--- config.mk ---
export PLATFORM = sky130hd
export DESIGN_NAME = z80_datapath
export DESIGN_NICKNAME = d
export VERILOG_FILES = /design/src/common/z80_ctrl_pkg.sv /design/src/common/z80_dp_pkg.sv /design/src/alu/z80_alu.sv /design/src/regfile/z80_regfile.sv /design/src/z80_acc_flags.sv /design/src/z80_bus_mar.sv /design/src/z80_datapath.sv
export SDC_FILE = /design/constraint.sdc
export NUM_CORES = 1
export LEC_CHECK = 0
export ABC_AREA = 1
export BUFFER_PORTS_ARGS = -buffer_cell sky130_fd_sc_hd__clkbuf_2
export CAP_MARGIN = 25
export CORE_UTILIZATION = 30
export DETAILED_ROUTE_END_ITERATION = 8
export PLACE_DENSITY = 0.53
export RECOVER_POWER = 25
export REMOVE_ABC_BUFFERS = 1
export SYNTH_ARGS = -nofsm -noshare
export SYNTH_HDL_FRONTEND = slang
export SYNTH_HIERARCHICAL = 1
export SYNTH_SLANG_ARGS = --single-unit
--- constraint.sdc ---
create_clock -name clk -period 9.15 [get_ports clk]
set_clock_uncertainty 0.15 [all_clocks]
set_input_delay 0.4575 -clock clk [delete_from_list [all_inputs] [get_ports clk]]
set_output_delay 0.4575 -clock clk [all_outputs]
set_load 0.005 [all_outputs]
--- src/common/z80_ctrl_pkg.sv ---
// encodings of the control fields that the control unit drives every cycle
package z80_ctrl_pkg;

  // operations of the 8-bit ALU
  typedef enum logic [2:0] {
    ALU_INC, ALU_DEC, ALU_ADD, ALU_ADC, ALU_SUB, ALU_PASS, ALU_CCF, ALU_LDF
  } alu_op_e;

  // byte registers of the register file
  // the high half of each pair sits right before its low half, the regfile
  // relies on that to find the low byte of a pair
  typedef enum logic [3:0] {
    REG_B, REG_C, REG_D, REG_E, REG_H, REG_L, REG_SPH, REG_SPL, REG_PCH, REG_PCL
  } reg_sel_e;

  // number of byte registers, and how many of them (B through L) have a shadow
  localparam int NUM_REGS   = 10;
  localparam int NUM_SHADOW = 6;

  // register pairs as seen from the address bus
  typedef enum logic [2:0] {
    PAIR_BC, PAIR_DE, PAIR_HL, PAIR_SP, PAIR_PC
  } pair_sel_e;

  // the single driver of the internal data bus, DSRC_EXT means data_in
  typedef enum logic [1:0] {
    DSRC_EXT, DSRC_REG, DSRC_A, DSRC_F
  } data_src_e;

  // the single driver of the internal address bus
  typedef enum logic [1:0] {
    ASRC_NONE, ASRC_MAR, ASRC_PAIR
  } addr_src_e;

  // MAR load modes, byte-wise from the data bus or whole from the address bus
  typedef enum logic [1:0] {
    MAR_HOLD, MAR_LO_DATA, MAR_HI_DATA, MAR_WORD
  } mar_ld_e;

  // per-flag override applied on top of the ALU flags
  typedef enum logic [1:0] {
    FLAG_KEEP, FLAG_SET, FLAG_CLR
  } flag_ctl_e;

endpackage

--- src/common/z80_dp_pkg.sv ---
// widths and data types shared by every block of the 8-bit datapath
package z80_dp_pkg;

  // --------------------
  // bus widths
  // --------------------

  // the internal data bus and every byte register are this wide
  localparam int BYTE_W = 8;

  // the address bus, register pairs and the MAR are this wide
  localparam int WORD_W = 16;

  typedef logic [BYTE_W-1:0] byte_t;
  typedef logic [WORD_W-1:0] word_t;

  // F is kept as a plain byte so it can ride the data bus unchanged
  typedef logic [BYTE_W-1:0] flags_t;

  // --------------------
  // flag bit positions
  // --------------------

  // bits 5 and 3 are the undocumented copies and are never computed here
  localparam int FLAG_S  = 7;
  localparam int FLAG_Z  = 6;
  localparam int FLAG_H  = 4;
  localparam int FLAG_PV = 2;
  localparam int FLAG_N  = 1;
  localparam int FLAG_C  = 0;

endpackage

--- src/alu/z80_alu.sv ---
`timescale 1ns/1ps

// combinational 8-bit ALU
// A is the first operand and the data bus the second, flags that an
// operation does not define are passed through from flags_in
module z80_alu
  import z80_dp_pkg::*, z80_ctrl_pkg::*;
(
  input  byte_t   acc,
  input  byte_t   operand,
  input  alu_op_e op,
  input  flags_t  flags_in,
  output byte_t   result,
  output flags_t  flags_out
);

  // carry in for ADC, zero for a plain ADD
  logic       carry_in;

  // the add is split at the nibble so the half carry falls out directly
  logic [4:0] lo_sum;
  logic [4:0] hi_sum;
  byte_t      sum;

  // one extra bit catches the borrow out of bit 7
  logic [BYTE_W:0] diff;

  assign carry_in = (op == ALU_ADC) ? flags_in[FLAG_C] : 1'b0;
  assign lo_sum   = {1'b0, acc[3:0]} + {1'b0, operand[3:0]} + {4'b0, carry_in};
  assign hi_sum   = {1'b0, acc[7:4]} + {1'b0, operand[7:4]} + {4'b0, lo_sum[4]};
  assign sum      = {hi_sum[3:0], lo_sum[3:0]};
  assign diff     = {1'b0, acc} - {1'b0, operand};

  always_comb begin
    result    = acc;
    flags_out = flags_in;

    case (op)
      // increment touches no flag at all in this datapath
      ALU_INC: begin
        result = acc + 1'b1;
      end

      // PV reports a nonzero result, which the loop counters use
      ALU_DEC: begin
        result             = acc - 1'b1;
        flags_out[FLAG_PV] = (result != '0);
      end

      ALU_ADD, ALU_ADC: begin
        result             = sum;
        flags_out[FLAG_S]  = sum[BYTE_W-1];
        flags_out[FLAG_Z]  = (sum == '0);
        flags_out[FLAG_H]  = lo_sum[4];
        // overflow when both inputs share a sign that the result lost
        flags_out[FLAG_PV] = (acc[7] == operand[7]) && (sum[7] != acc[7]);
        flags_out[FLAG_N]  = 1'b0;
        flags_out[FLAG_C]  = hi_sum[4];
      end

      ALU_SUB: begin
        result             = diff[BYTE_W-1:0];
        flags_out[FLAG_S]  = diff[BYTE_W-1];
        flags_out[FLAG_Z]  = (diff[BYTE_W-1:0] == '0);
        // a borrow from bit 4 happens exactly when the low nibble of A is smaller
        flags_out[FLAG_H]  = (acc[3:0] < operand[3:0]);
        // overflow only when the signs differ and the result takes the operand's sign
        flags_out[FLAG_PV] = (acc[7] != operand[7]) && (diff[7] != acc[7]);
        flags_out[FLAG_N]  = 1'b1;
        flags_out[FLAG_C]  = diff[BYTE_W];
      end

      // moves a bus value through the ALU into A
      ALU_PASS: begin
        result = operand;
      end

      ALU_CCF: begin
        flags_out[FLAG_C] = ~flags_in[FLAG_C];
      end

      // loads F from the bus, used when F is popped from the stack
      ALU_LDF: begin
        flags_out = operand;
      end
    endcase
  end

endmodule

--- src/regfile/z80_regfile.sv ---
`timescale 1ns/1ps

// main register file with its BC/DE/HL shadow bank
// bytes are written from the data bus and pairs from the address bus, and
// one read port of each width is always live for the bus arbiter
module z80_regfile
  import z80_dp_pkg::*, z80_ctrl_pkg::*;
(
  input  logic      clk,
  input  logic      rst_n,
  input  byte_t     data_bus,
  input  word_t     addr_bus,
  input  logic      ld_reg_en,
  input  reg_sel_e  ld_reg_sel,
  input  logic      ld_pair_en,
  input  pair_sel_e ld_pair_sel,
  input  logic      exx,
  input  reg_sel_e  data_reg_sel,
  input  pair_sel_e addr_pair_sel,
  output byte_t     reg_byte,
  output word_t     reg_word
);

  // main bank is indexed directly by reg_sel_e
  byte_t main_q   [NUM_REGS];

  // shadow bank covers the first NUM_SHADOW entries only (B, C, D, E, H, L)
  // SP and PC are never exchanged
  byte_t shadow_q [NUM_SHADOW];

  // --------------------
  // pair decoding
  // --------------------

  // high byte of a pair
  function automatic reg_sel_e pair_hi(pair_sel_e p);
    case (p)
      PAIR_BC: return REG_B;
      PAIR_DE: return REG_D;
      PAIR_HL: return REG_H;
      PAIR_SP: return REG_SPH;
      default: return REG_PCH;
    endcase
  endfunction

  // the low byte always follows the high byte in the encoding
  function automatic reg_sel_e pair_lo(pair_sel_e p);
    return reg_sel_e'(pair_hi(p) + 1);
  endfunction

  // --------------------
  // read ports
  // --------------------

  assign reg_byte = main_q[data_reg_sel];
  assign reg_word = {main_q[pair_hi(addr_pair_sel)], main_q[pair_lo(addr_pair_sel)]};

  // --------------------
  // write port and exchange
  // --------------------

  // exx wins over any load, the assertions below keep the controls apart
  // anyway, so the order only matters for illegal control words
  always_ff @(posedge clk or negedge rst_n) begin
    if (!rst_n) begin
      for (int i = 0; i < NUM_REGS; i++) begin
        main_q[i] <= '0;
      end
      for (int i = 0; i < NUM_SHADOW; i++) begin
        shadow_q[i] <= '0;
      end
    end else if (exx) begin
      // whole bank swaps on one edge
      for (int i = 0; i < NUM_SHADOW; i++) begin
        main_q[i]   <= shadow_q[i];
        shadow_q[i] <= main_q[i];
      end
    end else if (ld_pair_en) begin
      main_q[pair_hi(ld_pair_sel)] <= addr_bus[WORD_W-1:BYTE_W];
      main_q[pair_lo(ld_pair_sel)] <= addr_bus[BYTE_W-1:0];
    end else if (ld_reg_en) begin
      main_q[ld_reg_sel] <= data_bus;
    end
  end

  // --------------------
  // control checks
  // --------------------

  // an exchange in the same cycle as a load would lose the loaded value
  assert property (@(posedge clk) disable iff (!rst_n)
    exx |-> !(ld_reg_en || ld_pair_en))
    else $error("regfile: exx issued together with a register load");

  // only one write port is used per cycle
  assert property (@(posedge clk) disable iff (!rst_n)
    !(ld_reg_en && ld_pair_en))
    else $error("regfile: byte and pair load in the same cycle");

endmodule

--- src/z80_acc_flags.sv ---
`timescale 1ns/1ps

// accumulator and flag register with their shadow copies
// F takes the ALU flags and then any per-bit overrides on the same edge
module z80_acc_flags
  import z80_dp_pkg::*, z80_ctrl_pkg::*;
(
  input  logic      clk,
  input  logic      rst_n,
  input  byte_t     data_bus,
  input  byte_t     alu_result,
  input  flags_t    alu_flags,
  input  logic      ld_a,
  input  logic      a_from_alu,
  input  logic      ld_f,
  input  logic      ex_af,
  input  flag_ctl_e set_s,
  input  flag_ctl_e set_z,
  input  flag_ctl_e set_h,
  input  flag_ctl_e set_pv,
  input  flag_ctl_e set_n,
  input  flag_ctl_e set_c,
  output byte_t     acc,
  output flags_t    flags
);

  byte_t  a_q;
  byte_t  a_shadow_q;
  flags_t f_q;
  flags_t f_shadow_q;

  flags_t f_base;
  flags_t f_next;
  logic   f_we;

  // resolve one override against the bit it would otherwise take
  function automatic logic forced_bit(logic cur, flag_ctl_e ctl);
    case (ctl)
      FLAG_SET: return 1'b1;
      FLAG_CLR: return 1'b0;
      default:  return cur;
    endcase
  endfunction

  // --------------------
  // next F
  // --------------------

  // start from the ALU flags on a flag load, else from the current F
  always_comb begin
    f_base          = ld_f ? alu_flags : f_q;
    f_next          = f_base;
    f_next[FLAG_S]  = forced_bit(f_base[FLAG_S], set_s);
    f_next[FLAG_Z]  = forced_bit(f_base[FLAG_Z], set_z);
    f_next[FLAG_H]  = forced_bit(f_base[FLAG_H], set_h);
    f_next[FLAG_PV] = forced_bit(f_base[FLAG_PV], set_pv);
    f_next[FLAG_N]  = forced_bit(f_base[FLAG_N], set_n);
    f_next[FLAG_C]  = forced_bit(f_base[FLAG_C], set_c);
  end

  // any single override writes F even when ld_f is low
  assign f_we = ld_f || (set_s != FLAG_KEEP) || (set_z != FLAG_KEEP) ||
                (set_h != FLAG_KEEP) || (set_pv != FLAG_KEEP) ||
                (set_n != FLAG_KEEP) || (set_c != FLAG_KEEP);

  always_ff @(posedge clk or negedge rst_n) begin
    if (!rst_n) begin
      a_q        <= '0;
      a_shadow_q <= '0;
      f_q        <= '0;
      f_shadow_q <= '0;
    end else if (ex_af) begin
      // A and F always change bank together
      a_q        <= a_shadow_q;
      a_shadow_q <= a_q;
      f_q        <= f_shadow_q;
      f_shadow_q <= f_q;
    end else begin
      if (ld_a) begin
        a_q <= a_from_alu ? alu_result : data_bus;
      end
      if (f_we) begin
        f_q <= f_next;
      end
    end
  end

  assign acc   = a_q;
  assign flags = f_q;

  // a write to A or F in an exchange cycle would be dropped silently
  assert property (@(posedge clk) disable iff (!rst_n)
    ex_af |-> !(ld_a || f_we))
    else $error("acc_flags: ex_af issued together with an A or F write");

endmodule

--- src/z80_bus_mar.sv ---
`timescale 1ns/1ps

// bus arbiter and memory address register
// exactly one source drives each internal bus, and the external outputs
// mirror those buses with an enable instead of a tristate
module z80_bus_mar
  import z80_dp_pkg::*, z80_ctrl_pkg::*;
(
  input  logic      clk,
  input  logic      rst_n,
  input  byte_t     data_in,
  input  data_src_e data_src,
  input  addr_src_e addr_src,
  input  mar_ld_e   mar_ld,
  input  byte_t     reg_byte,
  input  word_t     reg_word,
  input  byte_t     acc,
  input  flags_t    flags,
  output byte_t     data_bus,
  output word_t     addr_bus,
  output byte_t     data_out,
  output logic      data_oe,
  output word_t     addr_out,
  output logic      addr_oe
);

  word_t mar_q;

  // --------------------
  // bus selection
  // --------------------

  // when nothing inside drives, the data bus listens to the outside
  always_comb begin
    case (data_src)
      DSRC_REG: data_bus = reg_byte;
      DSRC_A:   data_bus = acc;
      DSRC_F:   data_bus = flags;
      default:  data_bus = data_in;
    endcase
  end

  // an undriven address bus reads as zero
  always_comb begin
    case (addr_src)
      ASRC_MAR:  addr_bus = mar_q;
      ASRC_PAIR: addr_bus = reg_word;
      default:   addr_bus = '0;
    endcase
  end

  assign data_out = data_bus;
  assign data_oe  = (data_src != DSRC_EXT);
  assign addr_out = addr_bus;
  assign addr_oe  = (addr_src != ASRC_NONE);

  // byte loads let a 16-bit address be assembled from two memory reads
  always_ff @(posedge clk or negedge rst_n) begin
    if (!rst_n) begin
      mar_q <= '0;
    end else begin
      case (mar_ld)
        MAR_LO_DATA: mar_q[BYTE_W-1:0]      <= data_bus;
        MAR_HI_DATA: mar_q[WORD_W-1:BYTE_W] <= data_bus;
        MAR_WORD:    mar_q                  <= addr_bus;
        default:     mar_q                  <= mar_q;
      endcase
    end
  end

  // a word load has to come from a register pair, not from the MAR itself
  assert property (@(posedge clk) disable iff (!rst_n)
    (mar_ld == MAR_WORD) |-> (addr_src == ASRC_PAIR))
    else $error("bus_mar: MAR word load without a pair on the address bus");

endmodule

--- src/z80_datapath.sv ---
`timescale 1ns/1ps

// top of the 8-bit datapath
// four peer blocks sit around one internal data bus and one internal
// address bus, and the control unit steers all of them cycle by cycle
module z80_datapath
  import z80_dp_pkg::*, z80_ctrl_pkg::*;
(
  input  logic      clk,
  input  logic      rst_n,
  input  byte_t     data_in,
  input  data_src_e data_src,
  input  reg_sel_e  data_reg_sel,
  input  addr_src_e addr_src,
  input  pair_sel_e addr_pair_sel,
  input  logic      ld_reg_en,
  input  reg_sel_e  ld_reg_sel,
  input  logic      ld_pair_en,
  input  pair_sel_e ld_pair_sel,
  input  logic      exx,
  input  logic      ex_af,
  input  logic      ld_a,
  input  logic      a_from_alu,
  input  logic      ld_f,
  input  alu_op_e   alu_op,
  input  flag_ctl_e set_s,
  input  flag_ctl_e set_z,
  input  flag_ctl_e set_h,
  input  flag_ctl_e set_pv,
  input  flag_ctl_e set_n,
  input  flag_ctl_e set_c,
  input  mar_ld_e   mar_ld,
  output byte_t     data_out,
  output logic      data_oe,
  output word_t     addr_out,
  output logic      addr_oe,
  output flags_t    flags
);

  // --------------------
  // internal buses
  // --------------------

  byte_t  data_bus;
  word_t  addr_bus;

  // register file read ports feed the bus arbiter
  byte_t  reg_byte;
  word_t  reg_word;

  // A feeds both the ALU and the arbiter
  byte_t  acc;

  byte_t  alu_result;
  flags_t alu_flags;

  z80_regfile u_regfile (
    .clk           (clk),
    .rst_n         (rst_n),
    .data_bus      (data_bus),
    .addr_bus      (addr_bus),
    .ld_reg_en     (ld_reg_en),
    .ld_reg_sel    (ld_reg_sel),
    .ld_pair_en    (ld_pair_en),
    .ld_pair_sel   (ld_pair_sel),
    .exx           (exx),
    .data_reg_sel  (data_reg_sel),
    .addr_pair_sel (addr_pair_sel),
    .reg_byte      (reg_byte),
    .reg_word      (reg_word)
  );

  // the second ALU operand is always whatever sits on the data bus
  z80_alu u_alu (
    .acc       (acc),
    .operand   (data_bus),
    .op        (alu_op),
    .flags_in  (flags),
    .result    (alu_result),
    .flags_out (alu_flags)
  );

  z80_acc_flags u_acc_flags (
    .clk        (clk),
    .rst_n      (rst_n),
    .data_bus   (data_bus),
    .alu_result (alu_result),
    .alu_flags  (alu_flags),
    .ld_a       (ld_a),
    .a_from_alu (a_from_alu),
    .ld_f       (ld_f),
    .ex_af      (ex_af),
    .set_s      (set_s),
    .set_z      (set_z),
    .set_h      (set_h),
    .set_pv     (set_pv),
    .set_n      (set_n),
    .set_c      (set_c),
    .acc        (acc),
    .flags      (flags)
  );

  z80_bus_mar u_bus_mar (
    .clk       (clk),
    .rst_n     (rst_n),
    .data_in   (data_in),
    .data_src  (data_src),
    .addr_src  (addr_src),
    .mar_ld    (mar_ld),
    .reg_byte  (reg_byte),
    .reg_word  (reg_word),
    .acc       (acc),
    .flags     (flags),
    .data_bus  (data_bus),
    .addr_bus  (addr_bus),
    .data_out  (data_out),
    .data_oe   (data_oe),
    .addr_out  (addr_out),
    .addr_oe   (addr_oe)
  );

endmodule

==> reports/qor.yml <==
synth-seq-cells: 176
post_cts_resized: 0
route.detailed.drc: 0
dp_hpwl_um: 41000
cts_tree: "built"
dieArea_mm2: 0.0460
path_clk_slew_ns: 0.06
crit_chain: "dlygate4sd3_1 -> clkbuf_1"
max_freq_mhz: 155
synth_area_per_cell_um2: 6.43
min_period_ns: 6.46
slowest_stage: "clkbuf_1"
dr.first_iter.drc_count: 1568
setup_viol: 0
slew_headroom: -3.11
cts.sinks: 176
path_class: "in -> async"
wl_per_cell_um: 20.0
track_usage: 0.239
synth_edf_count: 0
multi_input_area_mm2: 0.00773
ys_types: 48
period_share: 0.706
start_util: 0.305
post_cts.repair.setup_buffers: 0
final_nets: 2204
hold_violations: 0
yosys.area.top_type_share: 0.325
worstMarginPinSlew_ns: 6.17
pin_count: 86
cts_hold_buf: 1
grt_pass1_vias: 13400
yosysMostFrequentCell: "nand2_1"
postRouteAntennaNets: 0
yosysWarnings: 6
ir_worst_vdd_uv: 98.8
cap_violations: 2
ff_latch_area_mm2: 0.00440
failed_checks: "max-capacitance violations, max-slew violations"
htreeDepth: 4
synthCells: 2106
synth_area_mm2: 0.0135
ys_async_sr_fraction: 1.00
firstDrtPassIters: 8
gr-total-overflow: 0
rows: 77
critPathTopFamily: "buffers and inverters"
area_delta_synth_final_pct: 9.58
synth_seq_area_share: 0.325
insertion_delay_ns: 0.47
ctsRootBufferMaster: "clkbuf_16"
grt_pass1_wl_um: 82700
ys.flop_type: "dfrtp_1"
crit_required_ns: 8.07
antenna_cells: 0
cts_buffer_depth: 2
worst_setup_path_end_kind: "async pin"
min_path_type: "in -> reg"
place.gp.congestion: 0.966
tns_ns: 0
antenna_found_initial: 0
io_buffers: 85
start_kind: "input port"
core_mm2: 0.0443
die_y_um: 214
wl_um: 54500
synth_area_leaders: "dfrtp_1, nand2_1, nand3_1"
cp_num_buf_inv: 2
slowest_delay_ns: 4.27
viasPerCell: 5.10
fillers: 4993
drv_slew: 141
fin_util: 0.335
ys_top_cells_by_count: "nand2_1, nand3_1, inv_1, dfrtp_1, nor2_1"
dieWidth_um: 214
cts_made_buffers: 17
status: "finished with violations"
vias: 13900
crit_fanout: 106
grt_max_degree: 107
drive_above_1_share: 0.110
rsz0062_at_grt: "no"
cp.arrival_ns: 5.38
synth_area_leader_cell: "dfrtp_1"
p_leak_nw: 7.72
p_per_area_mw_per_mm2: 166
per-stage QoR:
stage | total power (W) | hold WS [ns] | setup slack, ns | instances | area, um^2
final | 0.00247 | 0.197 | 2.69 | 2719 | 14800
after global routing | 0.00260 | 0.274 | 1.46 | 2719 | 14800
after CTS | 0.00248 | 0.172 | 3.40 | 2718 | 14800
after detailed placement | 0.00161 | 0.311 | 2.92 | 2686 | 14200
after global placement | 0.00161 | 0.305 | 3.00 | 2686 | 14200
after floorplan | 0.00132 | 0.0119 | 4.52 | 2001 | 12900
cell usage in the layout, fill, tap and decap left out, types with 16 or more instances in the layout:
master and count:
a21oi_1 48, clkbuf_16 17, clkbuf_2 82, dfrtp_1 176
ha_1 32, inv_1 186, nand2_1 882, nand3_1 214
nand3_2 24, nor2_1 137, nor2_2 18, nor2_4 16
o21ai_0 98, o22ai_1 24
registers in the layout, indices dropped and copies added, names as in the netlist:
register,cells
u_bus_mar/mar_q,16
u_regfile/shadow_q,48
u_regfile/main_q,80
u_acc_flags/flags,8
u_acc_flags/acc,8
u_acc_flags/f_shadow_q,8
u_acc_flags/a_shadow_q,8
cell families (layout without fill, tap and decap cells):
family                     count (synthesis)  in the layout  share of synthesized area
AOI/OAI and AO/OA                        228            228                      0.100
and+or+nand+nor                         1347           1347                      0.429
buffers and inverters                    310            331                      0.103
adders and majority gates                 37             37                     0.0370
DFF                                      176            176                      0.325
xor gates and xnor gates                   8              8                    0.00518
report_power, final:
part | leakage (nW) | internal [W] | switching, W
logic | 5.05 | 0.000208 | 0.000484
registers | 2.36 | 0.000839 | 0.0000778
clock network | 0.319 | 0.000498 | 0.000360
area by class of cell:
class / count / share of cell area
clock buffers: 18 / 0.0296
repair buffers: 95 / 0.0345
clock inverters: 13 / 0.0152
flip-flops and latches: 176 / 0.297
multi-input cells: 1620 / 0.521
inverters: 205 / 0.0524
well taps: 592 / 0.0499
per-layer routing:
| layer | global-route usage | part of all wire |
|---|---|---|
| met2 | 0.407 | 0.48 |
| met5 | 0 | 0 |
| met4 | 0.0869 | 0.030 |
| met1 | 0.304 | 0.42 |
| met3 | 0.0397 | 0.068 |
worst paths after layout:
| kind | start | end | slack, ns | depth (start not counted) |
|---|---|---|---|---|
| min in group asynchronous | rst_n | u_regfile/shadow_q[6] | 2.69 | 2 |
| max in group clk | data_reg_sel[0] | u_acc_flags/flags[6] | 3.32 | 30 |
| max reg2reg | u_regfile/main_q[72] | u_acc_flags/flags[6] | 4.26 | 28 |
| min reg2reg | u_acc_flags/f_shadow_q[6] | u_acc_flags/f_shadow_q[6] | 0.32 | 2 |
| min | ld_f | u_acc_flags/flags[3] | 0.20 | 3 |
| max | rst_n | u_acc_flags/f_shadow_q[7] | 2.69 | 2 |
worst min-delay path, delay by kind of cell:
family,cells,cell delay [ns]
AOI/OAI and AO/OA,2,0.18
buffers and inverters,1,0.12
(Power assumes the default switching activity.)
